--- src/queue_pkg.sv ---
package queue_pkg;

    // Request opcodes, codes 4 to 7 are reserved
    // Low two bits of a legal code select its queue
    typedef enum logic [2:0] {
        op_mem_read  = 3'd0,
        op_mem_write = 3'd1,
        op_io_read   = 3'd2,
        op_io_write  = 3'd3
    } bus_op_t;

    // Bus cycle sequencer states
    typedef enum logic [2:0] {
        seq_idle,
        seq_t1,
        seq_t2,
        seq_t3,
        seq_t4
    } seq_state_t;

    // One queue per legal opcode
    localparam int num_queues = 4;
    // Address in [31:16], write data in [15:0]
    localparam int payload_width = 32;
    localparam int queue_depth = 6;
    // nearly_full once this many entries or fewer are free
    localparam int queue_free_threshold = 2;
    // Minimum clocks between two issued requests
    localparam int bus_cycle_len = 4;
    localparam int bad_count_width = 8;

    // Derived widths
    localparam int queue_index_width = $clog2(num_queues);
    localparam int op_width = $bits(bus_op_t);

endpackage
--- src/request_steer.sv ---
`timescale 1ns/100ps

module request_steer (
    input  logic clk,
    input  logic reset,
    // Requester strobe
    input  logic in_valid,
    input  queue_pkg::bus_op_t in_op,
    input  logic [queue_pkg::payload_width-1:0] in_payload,
    // Queue write side
    output logic [queue_pkg::num_queues-1:0] wr_en,
    output logic [queue_pkg::payload_width-1:0] wr_data,
    // Rejected opcode tally
    output logic [queue_pkg::bad_count_width-1:0] bad_op_count
);

    import queue_pkg::*;

    logic op_legal;
    logic [num_queues-1:0] op_onehot;

    // Only the four defined codes are accepted
    always_comb begin
        case (in_op)
            op_mem_read,
            op_mem_write,
            op_io_read,
            op_io_write: op_legal = 1'b1;
            default: op_legal = 1'b0;
        endcase
    end

    // Queue index is the low bits of the opcode
    assign op_onehot = num_queues'(1) << in_op[queue_index_width-1:0];

    always_ff @(posedge clk or posedge reset) begin
        if (reset) begin
            wr_en <= '0;
            bad_op_count <= '0;
        end else begin
            // Single-cycle write strobe, one clock after the request
            wr_en <= (in_valid && op_legal) ? op_onehot : '0;
            // Saturate rather than wrap
            if (in_valid && !op_legal && bad_op_count != '1) begin
                bad_op_count <= bad_op_count + 1'b1;
            end
        end
    end

    // Shared write data to all queues
    always_ff @(posedge clk) begin
        if (in_valid) begin
            wr_data <= in_payload;
        end
    end

endmodule

--- config.mk ---
export PLATFORM = sky130hd
export DESIGN_NAME = request_steer
export DESIGN_NICKNAME = d
export VERILOG_FILES = /design/src/queue_pkg.sv /design/src/request_steer.sv
export SDC_FILE = /design/constraint.sdc
export NUM_CORES = 1
export LEC_CHECK = 0
export BUFFER_PORTS_ARGS = -buffer_cell sky130_fd_sc_hd__buf_2
export CAP_MARGIN = 20
export CORE_ASPECT_RATIO = 0.75
export CORE_MARGIN = 2
export CORE_UTILIZATION = 40
export CTS_BUF_LIST = sky130_fd_sc_hd__clkbuf_4 sky130_fd_sc_hd__clkbuf_8
export DETAILED_ROUTE_END_ITERATION = 12
export GPL_TIMING_DRIVEN = 1
export HOLD_SLACK_MARGIN = 0.15
export PLACE_DENSITY = 0.75
export RECOVER_POWER = 25
export SYNTH_ARGS = -nofsm -noshare
export SYNTH_HDL_FRONTEND = slang
export SYNTH_SLANG_ARGS = --single-unit
export TNS_END_PERCENT = 5
--- constraint.sdc ---
create_clock -name clk -period 2.3 [get_ports clk]
set_input_delay 0.115 -clock clk [delete_from_list [all_inputs] [get_ports clk]]
set_output_delay 0.115 -clock clk [all_outputs]
set_load 0.01 [all_outputs]
After elaboration in Yosys (flattened, before gate mapping). Index checks and enable logic that the tools add are counted. W data, S select, Z words.

Register bits: 44. Bits of input ports: 38. Logic and storage cells: 17.

Add/subtract/negate cells: 1. Equal/unequal tests: 4. Shifts and indexed selects: 1. Mux-type cells: 2. Reductions and logical operators: 6.

Operators with widths (number): $add A8 B1 Y8 const B (1); $ne A8 B8 Y1 const B (1); $eq A3 B2 Y1 const B (2); $mux W4 (1); $reduce_or A4 Y1 (1); $shl A1 B2 Y4 const A (1); $eq A3 B1 Y1 const B (1); $logic_and A1 B1 Y1 (3); $logic_not A3 Y1 (1); $logic_not A1 Y1 (1); $mux W1 (1).

Logic depth before layout (Yosys ltp).
Depth in word-level cells: 6. Depth in mapped cells: 4. Gate-level depth less buffers: 4.

Least setup slack after synthesis. No wires, ideal clock.

Kind: reg2reg. Start point: reg bad_op_count[0] (netlist name). End point: reg bad_op_count[1] (netlist name). Library setup time: 0.125 ns. Data arrival time: 1.330 ns. Data required time: 2.175 ns. Setup slack: 0.845 ns. Cell stages (with the launch flop): 5. Clock period less this slack: 1.455 ns. Cells stage by stage: dfrtp_1 ha_1 nand3_1 o211ai_1 mux2_2.

Word-level cells in the longest chain between the ends: 2.

Ends and longest elaborated chain: from (decl) (RTL line request_steer.sv:14) `output logic [queue_pkg::bad_count_width-1:0] bad_op_count`; from (signal assigned) (RTL line request_steer.sv:45) `bad_op_count <= bad_op_count + 1'b1;`; branches (longest 2 deep; another with $add A8 B1 Y8).

Parallel ways; which one is timed is not known. A chain may end at the register's enable or synchronous reset.

Final worst setup path. Ends and elaborated chain as after synthesis.

==> summary.md <==
| Metric | Value |
|---|---|
| CTS tree | built |
| Drc violations | 0 |
| Clock root buffer | clkbuf_8 |
| Synth top area share | 0.639 |
| Drt first pass iters | 4 |
| DR iter-0 viols | 80 |
| Total die area | 0.00427 mm^2 |
| Starting Density | 0.413 |
| Critical path class | reg2reg |
| Startpoint Class | flip-flop |
| Setup TNS | 0 ns |
| # diodes | 0 |
| Global-route wire length before repair | between 5000 and 6000 um |
| MaxCap Viol Count | 0 |
| Placed inst area | 0.00198 mm^2 |
| Synth unique cells | 22 |
| Clk Latency, worst-skew pair | 0.28 ns |
| Worst path cell trace | ha_1, nand3_1, o211ai_1, mux2_2 |
| Leak | between 1 and 1.5 nW |
| Worst-path clk slew | 0.08 ns |
| Largest net degree at the start of global routing | 25 |
| Layout cell share with drive strength beyond 1 | 0.468 |
| Required time of the critical path | 2.48 ns |
| HPWL Detailed | 2260 um |
| Final Skew | 0.00134 ns |
| Vias in the first global route | 1,162 |
| Routed wl met2 | 1690 um |
| Total number of vias | 1,164 |
| RSZ-0062 raised after global routing | false |
| Post-CTS Setup Repair Bufs | 0 |
| Largest stage delay, worst path | 0.44 ns |
| Rel. slew slack | 0.688 |
| F_max | 0.638 GHz |
| Crit path capture type | flip-flop |
| Slew Viols, Final | 0 |
| Row count | 19 |
| Gpl congestion | 0.739 |
| GRT Total Usage | 0.173 |
| DR top layer | met4 |
| CP bufs+invs | 0 |
| CP max-delay cell | dfrtp_1 |
| Worst-path fanout max | 5 |
| Final Critical Period | approximately 1.6 ns |
| CTS Sinks | 44 |
| Core Box Area | 0.00364 mm^2 |
| Seq/Total Area, Yosys | 0.839 |
| FF-to-FF setup slack | 0.73 ns |
| Final Hold Fails | 0 |
| Clk buf depth | 2 |
| Largest area contributor in the netlist | edfxtp_1 |
| Synthesized area per cell | 19.8 um^2 |
| Antenna viol nets, final | 0 |
| Wirelength per Cell | 14.5 um |
| WL final | 3660 um |
| Net count, final | 239 |
| PwrDens | 766 mW/mm^2 |
| Synthesis-to-layout area growth | 60.9% |
| Routed length on met1 | 1570 um |
| Crit path max-delay family | flip-flops |
| Period utilization | 0.682 |
| Final instance area | between 0.002 and 0.0025 mm^2 |
| GRT overflow | 0 |
| Die Wd | 74.8 um |
| Flop and latch count out of synthesis | 44 |
| Top cells by area, synth | edfxtp_1 64%, dfrtp_1 20%, xor2_1 1.7% |
| IO buf count | a little over 80 |
| YS warnings | 0 |
| Worst Tran Pin Value | 0.467 ns |
| H-tree levels | 2 |
| CTS Buf Count | 5 |
| Status | complete, no violations |
| Setup-failing EPs final | 0 |
| Die height | 57.1 um |
| Syn nets | about 120 |
| Routed met3 length | 377 um |
| Critical path arrival | between 1.5 and 2 ns |
| Drt via density | about 4.6 |
| Mapped Area | 0.00150 mm^2 |
| Io pins | approximately 80 |
| Hold Path Class | in2reg |
| VDD IR-drop max | about 520 uV |
| Initial antenna violation count | 0 |
| Mapped Cells | 76 |
[state kept, by name, indices dropped and copies added (netlist names)]
signal / cells
bad_op_count: 8
wr_en: 4
wr_data: 32
[per-layer routing]
layer	GRT usage	vias to the layer above
li1	-	549
met1	0.215	542
met2	0.287	68
met3	0.0707	5
met4	0.0383	0
met5	0	-
[metrics by stage]
stage          utilization  setup slack, ns  hold slack [ns]  instances  total power, mW
6_report             0.665            0.731            0.162        253             1.85
5_1_grt              0.665            0.668            0.166        253             1.94
4_1_cts              0.665            0.772            0.158        253             1.86
3_5_place_dp         0.545            0.790            0.153        210             1.36
3_3_place_gp         0.545            0.882            0.151        210             1.34
2_1_floorplan            -            0.845          -0.0203         76             1.18
[path summary, 6_finish.rpt]
kind                                 start               to  cells after the start
setup / recovery           bad_op_count[0]  bad_op_count[1]                      4
hold / removal                    in_op[0]         wr_en[3]                      2
setup reg to reg           bad_op_count[0]  bad_op_count[1]                      4
hold reg to reg            bad_op_count[5]  bad_op_count[5]                      1
max in group asynchronous            reset  bad_op_count[7]                      3
min in group asynchronous            reset         wr_en[2]                      3
[power by group]
part	total [mW]	switching (mW)	internal, mW
combinational	0.344	0.167	0.177
clock	0.456	0.247	0.209
sequential	1.05	0.0986	0.955
[final cells by class]
class | instances | area [um^2]
Fill cell | 257 | 1220
Clock buffer | 5 | 68.8
Inverter | 1 | 3.75
Timing Repair Buffer | 117 | 763
Clock inverter | 3 | 18.8
Tap cell | 52 | 65.1
Sequential cell | 44 | 1260
Multi-Input combinational cell | 31 | 238
[kinds of logic (layout without fill, tap and decap cells)]
kind of cell	count (synthesis)	count (layout)	synth area share
adder cells (fa/ha/maj)	1	1	0.00833
buffers and inverters	1	126	0.00250
XOR/XNOR	4	4	0.0233
multiplexers	2	2	0.0150
AO/OA/AOI/OAI	8	8	0.0350
flip-flops	44	44	0.839
AND/OR/NAND/NOR	16	16	0.0766
[synth_stat cells]
library cell / instances
o211ai_1: 1
nor4b_1: 1
and4_2: 1
and4bb_2: 2
a211oi_1: 2
mux2_2: 2
nor4_1: 1
a21boi_0: 1
a31oi_1: 2
dfrtp_1: 12
xor2_1: 3
nand3_1: 2
xnor2_1: 1
edfxtp_1: 32
and4b_1: 1
nand4_1: 3
ha_1: 1
a21oi_1: 2
and4_1: 1
and3_1: 1
inv_1: 1
nand2_1: 3
[timing repair]
action | 4_1_cts | 5_1_grt
resized for setup | 0 | 0
hold endpoints to repair | 46 | 0
setup endpoints to repair | 0 | 0
hold buffers | 35 | 0
[worst reg2reg max path: cells and delay by family, from the launching register on]
kind	cells	cell delay [ns]
and+or+nand+nor	1	0.12
adders and majority gates	1	0.26
muxes	1	0.37
AOI/OAI and AO/OA	1	0.27
DFF	1	0.44
[cells in the final DEF, fill, tap and decap left out, types with 2 or more instances in the layout]
master         count
and4bb_2           2
edfxtp_1          32
nand4_1            3
dfrtp_1           12
nand3_1            2
dlygate4sd3_1     35
a31oi_1            2
a211oi_1           2
xor2_1             3
a21oi_1            2
nand2_1            3
clkinvlp_4         2
buf_2             81
clkbuf_8           5
mux2_2             2
Note: power is estimated with default switching activity, not from simulation.
