`src/fifo.sv`:
```
`timescale 1ns/100ps

module fifo #(
    parameter int data_width = 32,
    parameter int depth = 6,
    // Free entries at or below which nearly_full is raised
    parameter int full_threshold = 2
) (
    input  logic clk,
    input  logic reset,
    // Write side
    input  logic wr_en,
    input  logic [data_width-1:0] wr_data,
    // Read side
    input  logic rd_en,
    output logic [data_width-1:0] rd_data,
    output logic empty,
    output logic nearly_full,
    output logic full
);

    localparam int ptr_bits = (depth > 1) ? $clog2(depth) : 1;
    localparam int count_bits = $clog2(depth + 1);
    localparam logic [ptr_bits-1:0] last_slot = ptr_bits'(depth - 1);

    logic [data_width-1:0] mem [depth];
    logic [ptr_bits-1:0] wr_ptr;
    logic [ptr_bits-1:0] rd_ptr;
    logic [ptr_bits-1:0] next_rd_ptr;
    logic [count_bits-1:0] count;
    logic wr_ok;
    logic rd_ok;

    // Ignore writes while full and pops while empty
    assign wr_ok = wr_en && !full;
    assign rd_ok = rd_en && !empty;

    assign empty = count == '0;
    assign full = count == count_bits'(depth);
    assign nearly_full = int'(count) >= depth - full_threshold;

    // Read pointer after this cycle's pop, wrapping at the last slot
    always_comb begin
        next_rd_ptr = rd_ptr;
        if (rd_ok) begin
            next_rd_ptr = (rd_ptr == last_slot) ? '0 : rd_ptr + 1'b1;
        end
    end

    // Storage array
    always_ff @(posedge clk) begin
        if (wr_ok) begin
            mem[wr_ptr] <= wr_data;
        end
    end

    // Registered head of queue
    // Bypass the array when the slot being written is the new head
    always_ff @(posedge clk) begin
        if (wr_ok && wr_ptr == next_rd_ptr) begin
            rd_data <= wr_data;
        end else begin
            rd_data <= mem[next_rd_ptr];
        end
    end

    always_ff @(posedge clk or posedge reset) begin
        if (reset) begin
            wr_ptr <= '0;
            rd_ptr <= '0;
            count <= '0;
        end else begin
            rd_ptr <= next_rd_ptr;
            if (wr_ok) begin
                wr_ptr <= (wr_ptr == last_slot) ? '0 : wr_ptr + 1'b1;
            end
            // Occupancy holds when a write and a pop coincide
            case ({wr_ok, rd_ok})
                2'b10: count <= count + 1'b1;
                2'b01: count <= count - 1'b1;
                default: count <= count;
            endcase
        end
    end

endmodule

```
`config.mk`:
```
export PLATFORM = sky130hd
export DESIGN_NAME = fifo
export DESIGN_NICKNAME = d
export VERILOG_FILES = /design/src/fifo.sv
export SDC_FILE = /design/constraint.sdc
export NUM_CORES = 1
export LEC_CHECK = 0
export ABC_AREA = 1
export BUFFER_PORTS_ARGS = -buffer_cell sky130_fd_sc_hd__buf_2
export CORE_MARGIN = 2
export CORE_UTILIZATION = 23
export DETAILED_ROUTE_END_ITERATION = 6
export SYNTH_ARGS = -nofsm -noshare
export SYNTH_HDL_FRONTEND = slang
export SYNTH_SLANG_ARGS = --single-unit
```
`constraint.sdc`:
```
create_clock -name clk -period 5.4 [get_ports clk]
set_input_delay 0.27 -clock clk [delete_from_list [all_inputs] [get_ports clk]]
set_output_delay 0.27 -clock clk [all_outputs]
set_load 0.05 [all_outputs]
```
## Yosys cells after proc, flatten, opt, wreduce, memory -nomap -nowiden

Memory sizes are Yosys's and may differ from the RTL's. A register that Yosys moved wholly into a read port is not among the register bits.
Cells that the tools add are included.

- Add/sub/neg operators: 4
- Multiplexer cells: 6
- $lt $le $gt $ge: 1
- Reduce and logical (&&, ||, !) cells: 6
- Equal/unequal tests: 5

Operator list:

| operator | count |
|---|---|
| adder 3 x 1 -> 3 bit (second input constant) | 3 |
| equality test 3 bit (second input constant) | 3 |
| two-way mux 3 bit | 3 |
| one-hot mux 3 bit (2 select lines) | 1 |
| >= comparator 3 bit (second input constant) | 1 |
| logical NOT 3 bit | 1 |
| subtractor 3 x 1 -> 3 bit (second input constant) | 1 |
| equality test 2 x 1 -> 1 bit (second input constant) | 1 |
| equality test 2 bit (second input constant) | 1 |
| logical AND 1 bit | 2 |
| logical NOT 1 bit | 2 |
| two-way mux 1 bit | 2 |
| nonzero test 2 bit | 1 |

- Logic and storage cells: 26
- Flip-flop bits (word level): 9
- Memory bits (writable): 192
- Input bits: 36
- Memories kept: 1
- Output and inout bits: 35

Memories:

| name | depth | width | read ports | clocked after memory_dff | wr ports | line | source |
|---|---|---|---|---|---|---|---|
| mem | 6 | 32 | 1 | 1 | 1 | 26 | `logic [data_width-1:0] mem [depth];` |

## Longest topological paths before layout

Gate-level depths: netlist (run 1).

- Word-level depth: 5
- Gate-level depth with buffers: 11
- Depth with buffers taken out: 11

## Least setup slack after synthesis (run 1)

OpenSTA, ideal clock, no wires.

- Path kind: register to register
- Start point: register count[0]
- End point: memory mem[4][0], enable pin
- Arrival time: 2.195 ns
- Stages on the path, launching flop included: 7
- Slack: 2.784 ns
- Required time: 4.979 ns
- Path through: dfrtp_1 -> inv_1 -> nand3_1 -> nand2_1 -> inv_1 -> nand2_1 -> nor2_1

- Longest elaborated chain between the ends: 5

RTL lines:

| what | line | source |
|---|---|---|
| start: declaration | 30 | `logic [count_bits-1:0] count;` |
| start signal: assignment | 79 | `2'b10: count <= count + 1'b1;` |
| start signal: assignment | 80 | `2'b01: count <= count - 1'b1;` |
| start signal: assignment | 81 | `default: count <= count;` |
| equality test 3 bit | 39 | `assign full = count == count_bits'(depth);` |
| logical NOT 1 bit | 35 | `assign wr_ok = wr_en && !full;` |
| logical AND 1 bit | 35 |  |
| two-way mux 1 bit | 52 | `if (wr_ok) begin` |
| two-way mux 1 bit (implied by the code) | 53 | `mem[wr_ptr] <= wr_data;` |
| end: declaration | 26 |  |

Every way passes these cells.

==> results of run 1 <==
-- per-layer routing --
layer | vias up | share of wire | wire (µm) | track usage
met5 | - | 0 | 0 | 0
met4 | 0 | 0.018 | 325 | 0.0302
met3 | 24 | 0.059 | 1070 | 0.0196
met2 | 118 | 0.49 | 8840 | 0.166
met1 | 2407 | 0.44 | 7950 | 0.134
li1 | 2451 | - | - | -
-- final cells by class --
type / instances / area share
sequential: 204 / 0.625
inverter: 18 / 0.00723
clock inverter: 6 / 0.00916
tap: 455 / 0.0587
multi-input combinational: 405 / 0.182
clock buffer: 31 / 0.0613
timing repair buffer: 91 / 0.0565
-- layout by cell type, fill, tap and decap left out, drive strengths merged --
cell / synthesis / final
a21boi: 1 / 1
buf: 27 / 75
bufinv: 0 / 2
clkbuf: 8 / 31
clkinv: 0 / 4
dfrtp: 9 / 9
dfxtp: 3 / 3
dlygate4sd3: 0 / 16
edfxtp: 192 / 192
fa: 1 / 1
ha: 1 / 1
inv: 18 / 18
nand2: 190 / 190
nand3: 100 / 100
nand4: 3 / 3
nor2: 73 / 73
o21ai: 35 / 35
xnor2: 1 / 1
-- cells by family (layout without fill, tap and decap cells) --
logic type / count (synthesis) / after routing / synth area share
fa+ha+maj: 2 / 2 / 0.00404
xor+xnor: 1 / 1 / 0.00109
compound gates: 36 / 36 / 0.0227
flops: 204 / 204 / 0.751
buf+inv: 53 / 146 / 0.0346
simple gates: 366 / 366 / 0.187
-- power by group --
group	switching [µW]	internal, µW
clock network	572	859
logic	1920	541
registers	118	2020
-- registers in the layout, summed over array words and instances, names as in the netlist, named ones only --
| name | count |
|---|---|
| count | 3 |
| mem | 192 |
| rd_ptr | 3 |
| wr_ptr | 3 |
-- through the flow --
step                      hold slack, ns  worst slack [ns]  area (µm²)
after detailed placement           0.247              2.87        8850
after global routing             0.00610              2.25        9690
after floorplan                   0.0979              2.78        8060
after global placement             0.243              2.90        8850
final                             0.0227              2.48        9690
after CTS                      0.0000835              2.42        9690
-- worst max-delay path, cell delays in order, from the launching register on --
cell and delay (ns):
dfxtp_2 0.88, inv_2 0.54, nand3_1 0.23, nand3_1 0.10
nand2_1 0.12, buf_2 0.28
-- worst min path at each step --
stage / end / cells past startpoint / slack, ns / start
6_report: mem[5][10] / 1 / 0.02 / wr_data[10]
4_1_cts: mem[5][10] / 1 / 0.00008 / wr_data[10]
2_1_floorplan: count[0] / 1 / 0.1 / reset
3_3_place_gp: wr_ptr[2] / 2 / 0.24 / reset
5_1_grt: mem[5][2] / 1 / 0.006 / wr_data[2]
3_5_place_dp: count[2] / 2 / 0.25 / reset
-- timing repair --
item                                   4_1_cts  5_1_grt
hold buffers                                16        0
endpoints found under the hold margin       92        0
setup endpoints to repair                    0        0
==> impl_metrics.yaml, run 1 <==
outcome:
  status: "finished clean"
drt:
  remaining_drc_errors: 0
  dr_total_vias: 5000
  first_iter_violations: 395
  drtAntennaViolNets: 0
  viasPerCell: 4.13
  dr.pass1.iters: 5
  wl_mm: 18.2
  wl_per_cell_um: 15.0
setup_path:
  r2r_cells: 6
  cp-end-kind: "output pin"
  critPathMaxFanout: 33
  r2r_start: "count[0]"
  rrSetupSlack_ns: 2.93
  critical_path_required_ns: 5.13
  crit_arrival_ns: 2.65
  endpoint: "rd_data[17]"
  worstSetupPathType: "flip-flop to output pin"
  crit_path_start_kind: "flip-flop"
  r2r_end: "mem[4][20]"
clock_network:
  cts_tree: "yes"
  postCtsSetupRepairBufs: 0
  post_cts_resized: 0
  cts_num_sinks: 204
  cts.htree.levels: 1
  clk_pin_slew_worst_paths_ns: 0.05
  cts_buffers: 22
  cts_buffer_depth: 3
  clkLatencyLatePin_ns: 0.50
  root_buffer: "clkbuf_16"
synth:
  yosys-top-cells-area: "edfxtp_1 (72%), nand2_1 (8.8%), nand3_1 (6.2%), nor2_1 (3.4%), dfrtp_1 (2.8%)"
  syn_avg_cell_area_um2: 12.2
  yosys_warnings: 0
  ys_types: 20
  synth_edf_count: 192
  synth_area_leader_cell: "edfxtp_1"
  async_flop_share: 0.0441
  syn_area_mm2: 0.00806
  synth_commonest_cells: "edfxtp_1 (192), nand2_1 (190), nand3_1 (100)"
  yosysSeqAreaShare: 0.751
  synth.most_common_cell: "edfxtp_1"
  synth-seq-cells: 204
  syn-num-nets: 700
  yosys.area.top_type_share: 0.715
  synthFlopType: "edfxtp_1"
  netlist_instances: 662
final_layout:
  fillers: 3565
  layoutNonFillerInstCount: 1210
  seq_area_mm2: 0.00606
  drive_above_1_share: 0.150
  multi_input_area_mm2: 0.00177
  nets: 780
  diodes: 0
  syn2layout_area_growth_pct: 20.3
  fin_util: 0.281
power:
  ir_drop_v: 0.000460
  powerDensity_mw_per_mm2: 622
  power.total_uw: 6030
  p_leak_uw: 0.00360
grt:
  grt_usage: 0.101
  grt_pass1_vias: 5109
  grt_pass1_wl_mm: 28.9
  gr-total-overflow: 0
  grt_max_degree: 97
  antenna_found_initial: 1
timing:
  period_minus_slack_ns: 2.92
  fmax_ghz: 0.342
  setup_viol: 0
  slew_viol_final: 0
  tightest_slew_ns: 1.24
  finClkSkew_ns: 0.0133
  finalHoldViolCount: 0
  period_share: 0.542
  tns_ns: 0
  slew_headroom: 0.172
  rsz0062_at_grt: "no"
floorplan:
  die_y_um: 191
  die_w_um: 191
  die_area_mm2: 0.0366
  pin_count: 71
  initial_core_util: 0.233
  rows: 68
  coreArea_mm2: 0.0345
placement:
  numPortBuffers: 70
  routabilityCongestion: 0.697
  place_inst: 1157
  dp_hpwl_mm: 10.0
min_path:
  hold_path_class: "input pin to flip-flop"
run:
  cap_violations: 0
Note: power is estimated with default switching activity, not from simulation.
==> run 2, diff against run 1 <==
==> constraint.sdc (replaced) <==
create_clock -name clk -period 2.7 [get_ports clk]
set_input_delay 0.135 -clock clk [delete_from_list [all_inputs] [get_ports clk]]
set_output_delay 0.135 -clock clk [all_outputs]
set_load 0.05 [all_outputs]
==> run 2 against run 1 <==
  * Critical path type unchanged
  * Total power grew 99%
  * Register-to-register slack lost 2.3 ns
  * Sequential share of layout area shrank 1.9 points
  * Combinational power grew 110%
  * Largest cell class unchanged
  * Critical endpoint is now rd_data[6]
  * Global-route usage shrank 0.10 points
==> impl_metrics.yaml, run 2 (synthesis results as in run 1) <==
outcome:
  status: "finished clean"
setup_path:
  worstSetupPathType: "flip-flop to output pin"
  cp_slowest_cell: "dfxtp_4"
  crit_chain: "inv_4 -> buf_12 -> nand2_1 -> nand3_1 -> nand3_1 -> nand2_1 -> buf_2"
  cp_num_buf_inv: 3
  crit_arrival_ns: 2.12
  cp-end-kind: "output pin"
  critical_path_required_ns: 2.57
  cp_slowest_stage_delay_ns: 0.36
  critPathMaxFanout: 42
  crit_family: "buffers and inverters"
  crit_path_start_kind: "flip-flop"
grt:
  antenna_found_initial: 0
  grt_max_degree: 97
  grt_pass1_vias: 4918
  grt_pass1_wl_mm: 28.3
  gr-total-overflow: 0
  grt_usage: 0.100
placement:
  routabilityCongestion: 0.746
  dp_slack_ns: 0.617
  dp_hpwl_mm: 10.6
  numPortBuffers: 70
  dpl_cell_area_mm2: 0.00900
run:
  cap_violations: 0
floorplan:
  die_y_um: 191
  rows: 68
  coreArea_mm2: 0.0345
  die_w_um: 191
  die_area_mm2: 0.0366
  initial_core_util: 0.233
  pin_count: 71
drt:
  wl_per_cell_um: 14.6
  first_iter_violations: 324
  drtAntennaViolNets: 0
  remaining_drc_errors: 0
  viasPerCell: 4.07
  dr_total_vias: 5047
  dr.pass1.iters: 4
  wl_mm: 18.1
clock_network:
  postCtsSetupRepairBufs: 0
  root_buffer: "clkbuf_16"
  clkLatencyLatePin_ns: 0.50
  cts_num_sinks: 204
  cts_tree: "yes"
  clk_pin_slew_worst_paths_ns: 0.06
  post_cts_resized: 0
  cts_buffer_depth: 3
  cts.htree.levels: 1
  ctsHoldBuffers: 35
  cts_buffers: 22
timing:
  finClkSkew_ns: 0.0181
  tns_ns: 0
  period_share: 0.834
  finalHoldViolCount: 0
  period_minus_slack_ns: 2.25
  tightest_slew_ns: 0.820
  fmax_ghz: 0.444
  slew_headroom: 0.452
  slew_viol_final: 0
  setup_viol: 0
  fin_ws_ns: 0.447
  whs_ns: 0.168
  rsz0062_at_grt: "no"
final_layout:
  syn2layout_area_growth_pct: 24.0
  nets: 809
  most-common-layout-cells: "edfxtp_1 (192), nand2_1 (190), nand3_1 (100)"
  design_area_mm2: 0.0100
  drive_above_1_share: 0.159
  largest_reg_flops: 192
  diodes: 0
  final_common_cell: "edfxtp_1"
  top_register: "mem"
power:
  p_leak_uw: 0.00374
  ir_drop_v: 0.000666
  power.total_uw: 12000
  powerDensity_mw_per_mm2: 1200
min_path:
  hold_path_class: "input pin to asynchronous set/reset pin"
run 2: cell types whose count changed in the layout (fill, tap and decap cells not counted), sizes merged:
cell / change
buf: +10
bufinv: -2
clkbuf: -2
clkinv: +2
clkinvlp: +1
dlygate4sd3: +19
inv: +1
run 2: area by class of cell:
| class | count | area, µm² |
|---|---|---|
| well taps | 455 | 569 |
| flip-flops and latches | 204 | 6060 |
| multi-input cells | 405 | 1770 |
| fillers | 3551 | 24500 |
| clock buffers | 29 | 587 |
| inverters | 18 | 70.1 |
| repair buffers | 120 | 888 |
| clock inverters | 8 | 58.8 |
run 2: path summary, 6_finish.rpt:
path,start,end,slack (ns),cells past startpoint
max in group asynchronous,reset,rd_ptr[1],2.25,3
max,flip-flop,rd_data[6],0.45,7
min,reset,count[0],0.17,3
min reg2reg,count[0],count[0],0.47,1
max reg2reg,count[0],count[2],0.61,10
min in group clk,wr_data[2],mem[4][2],0.42,2
run 2: power breakdown:
| part | leakage (µW) | internal (µW) | switching (µW) |
|---|---|---|---|
| combinational | 0.00154 | 1210 | 3940 |
| clock | 0.000312 | 1530 | 1150 |
| sequential | 0.00188 | 4040 | 158 |
run 2: per-stage QoR:
step                std cells  utilization
global placement         1167        0.261
finish                   1239        0.289
detailed placement       1167        0.261
CTS                      1239        0.289
global route             1239        0.289
floorplan                 662            -
run 2: metal layers:
| layer | global-route usage | part of all wire | wire [µm] | up-vias |
|---|---|---|---|---|
| met2 | 0.171 | 0.49 | 8870 | 100 |
| met1 | 0.131 | 0.45 | 8140 | 2414 |
| met4 | 0.0219 | 0.017 | 302 | 0 |
| met5 | 0 | 0 | 0 | - |
| li1 | - | - | - | 2512 |
| met3 | 0.0195 | 0.045 | 809 | 21 |
run 2: worst min-delay path, stage by stage:
cell and delay (ns):
dlygate4sd3_1 0.53, buf_2 0.12, inv_1 0.30
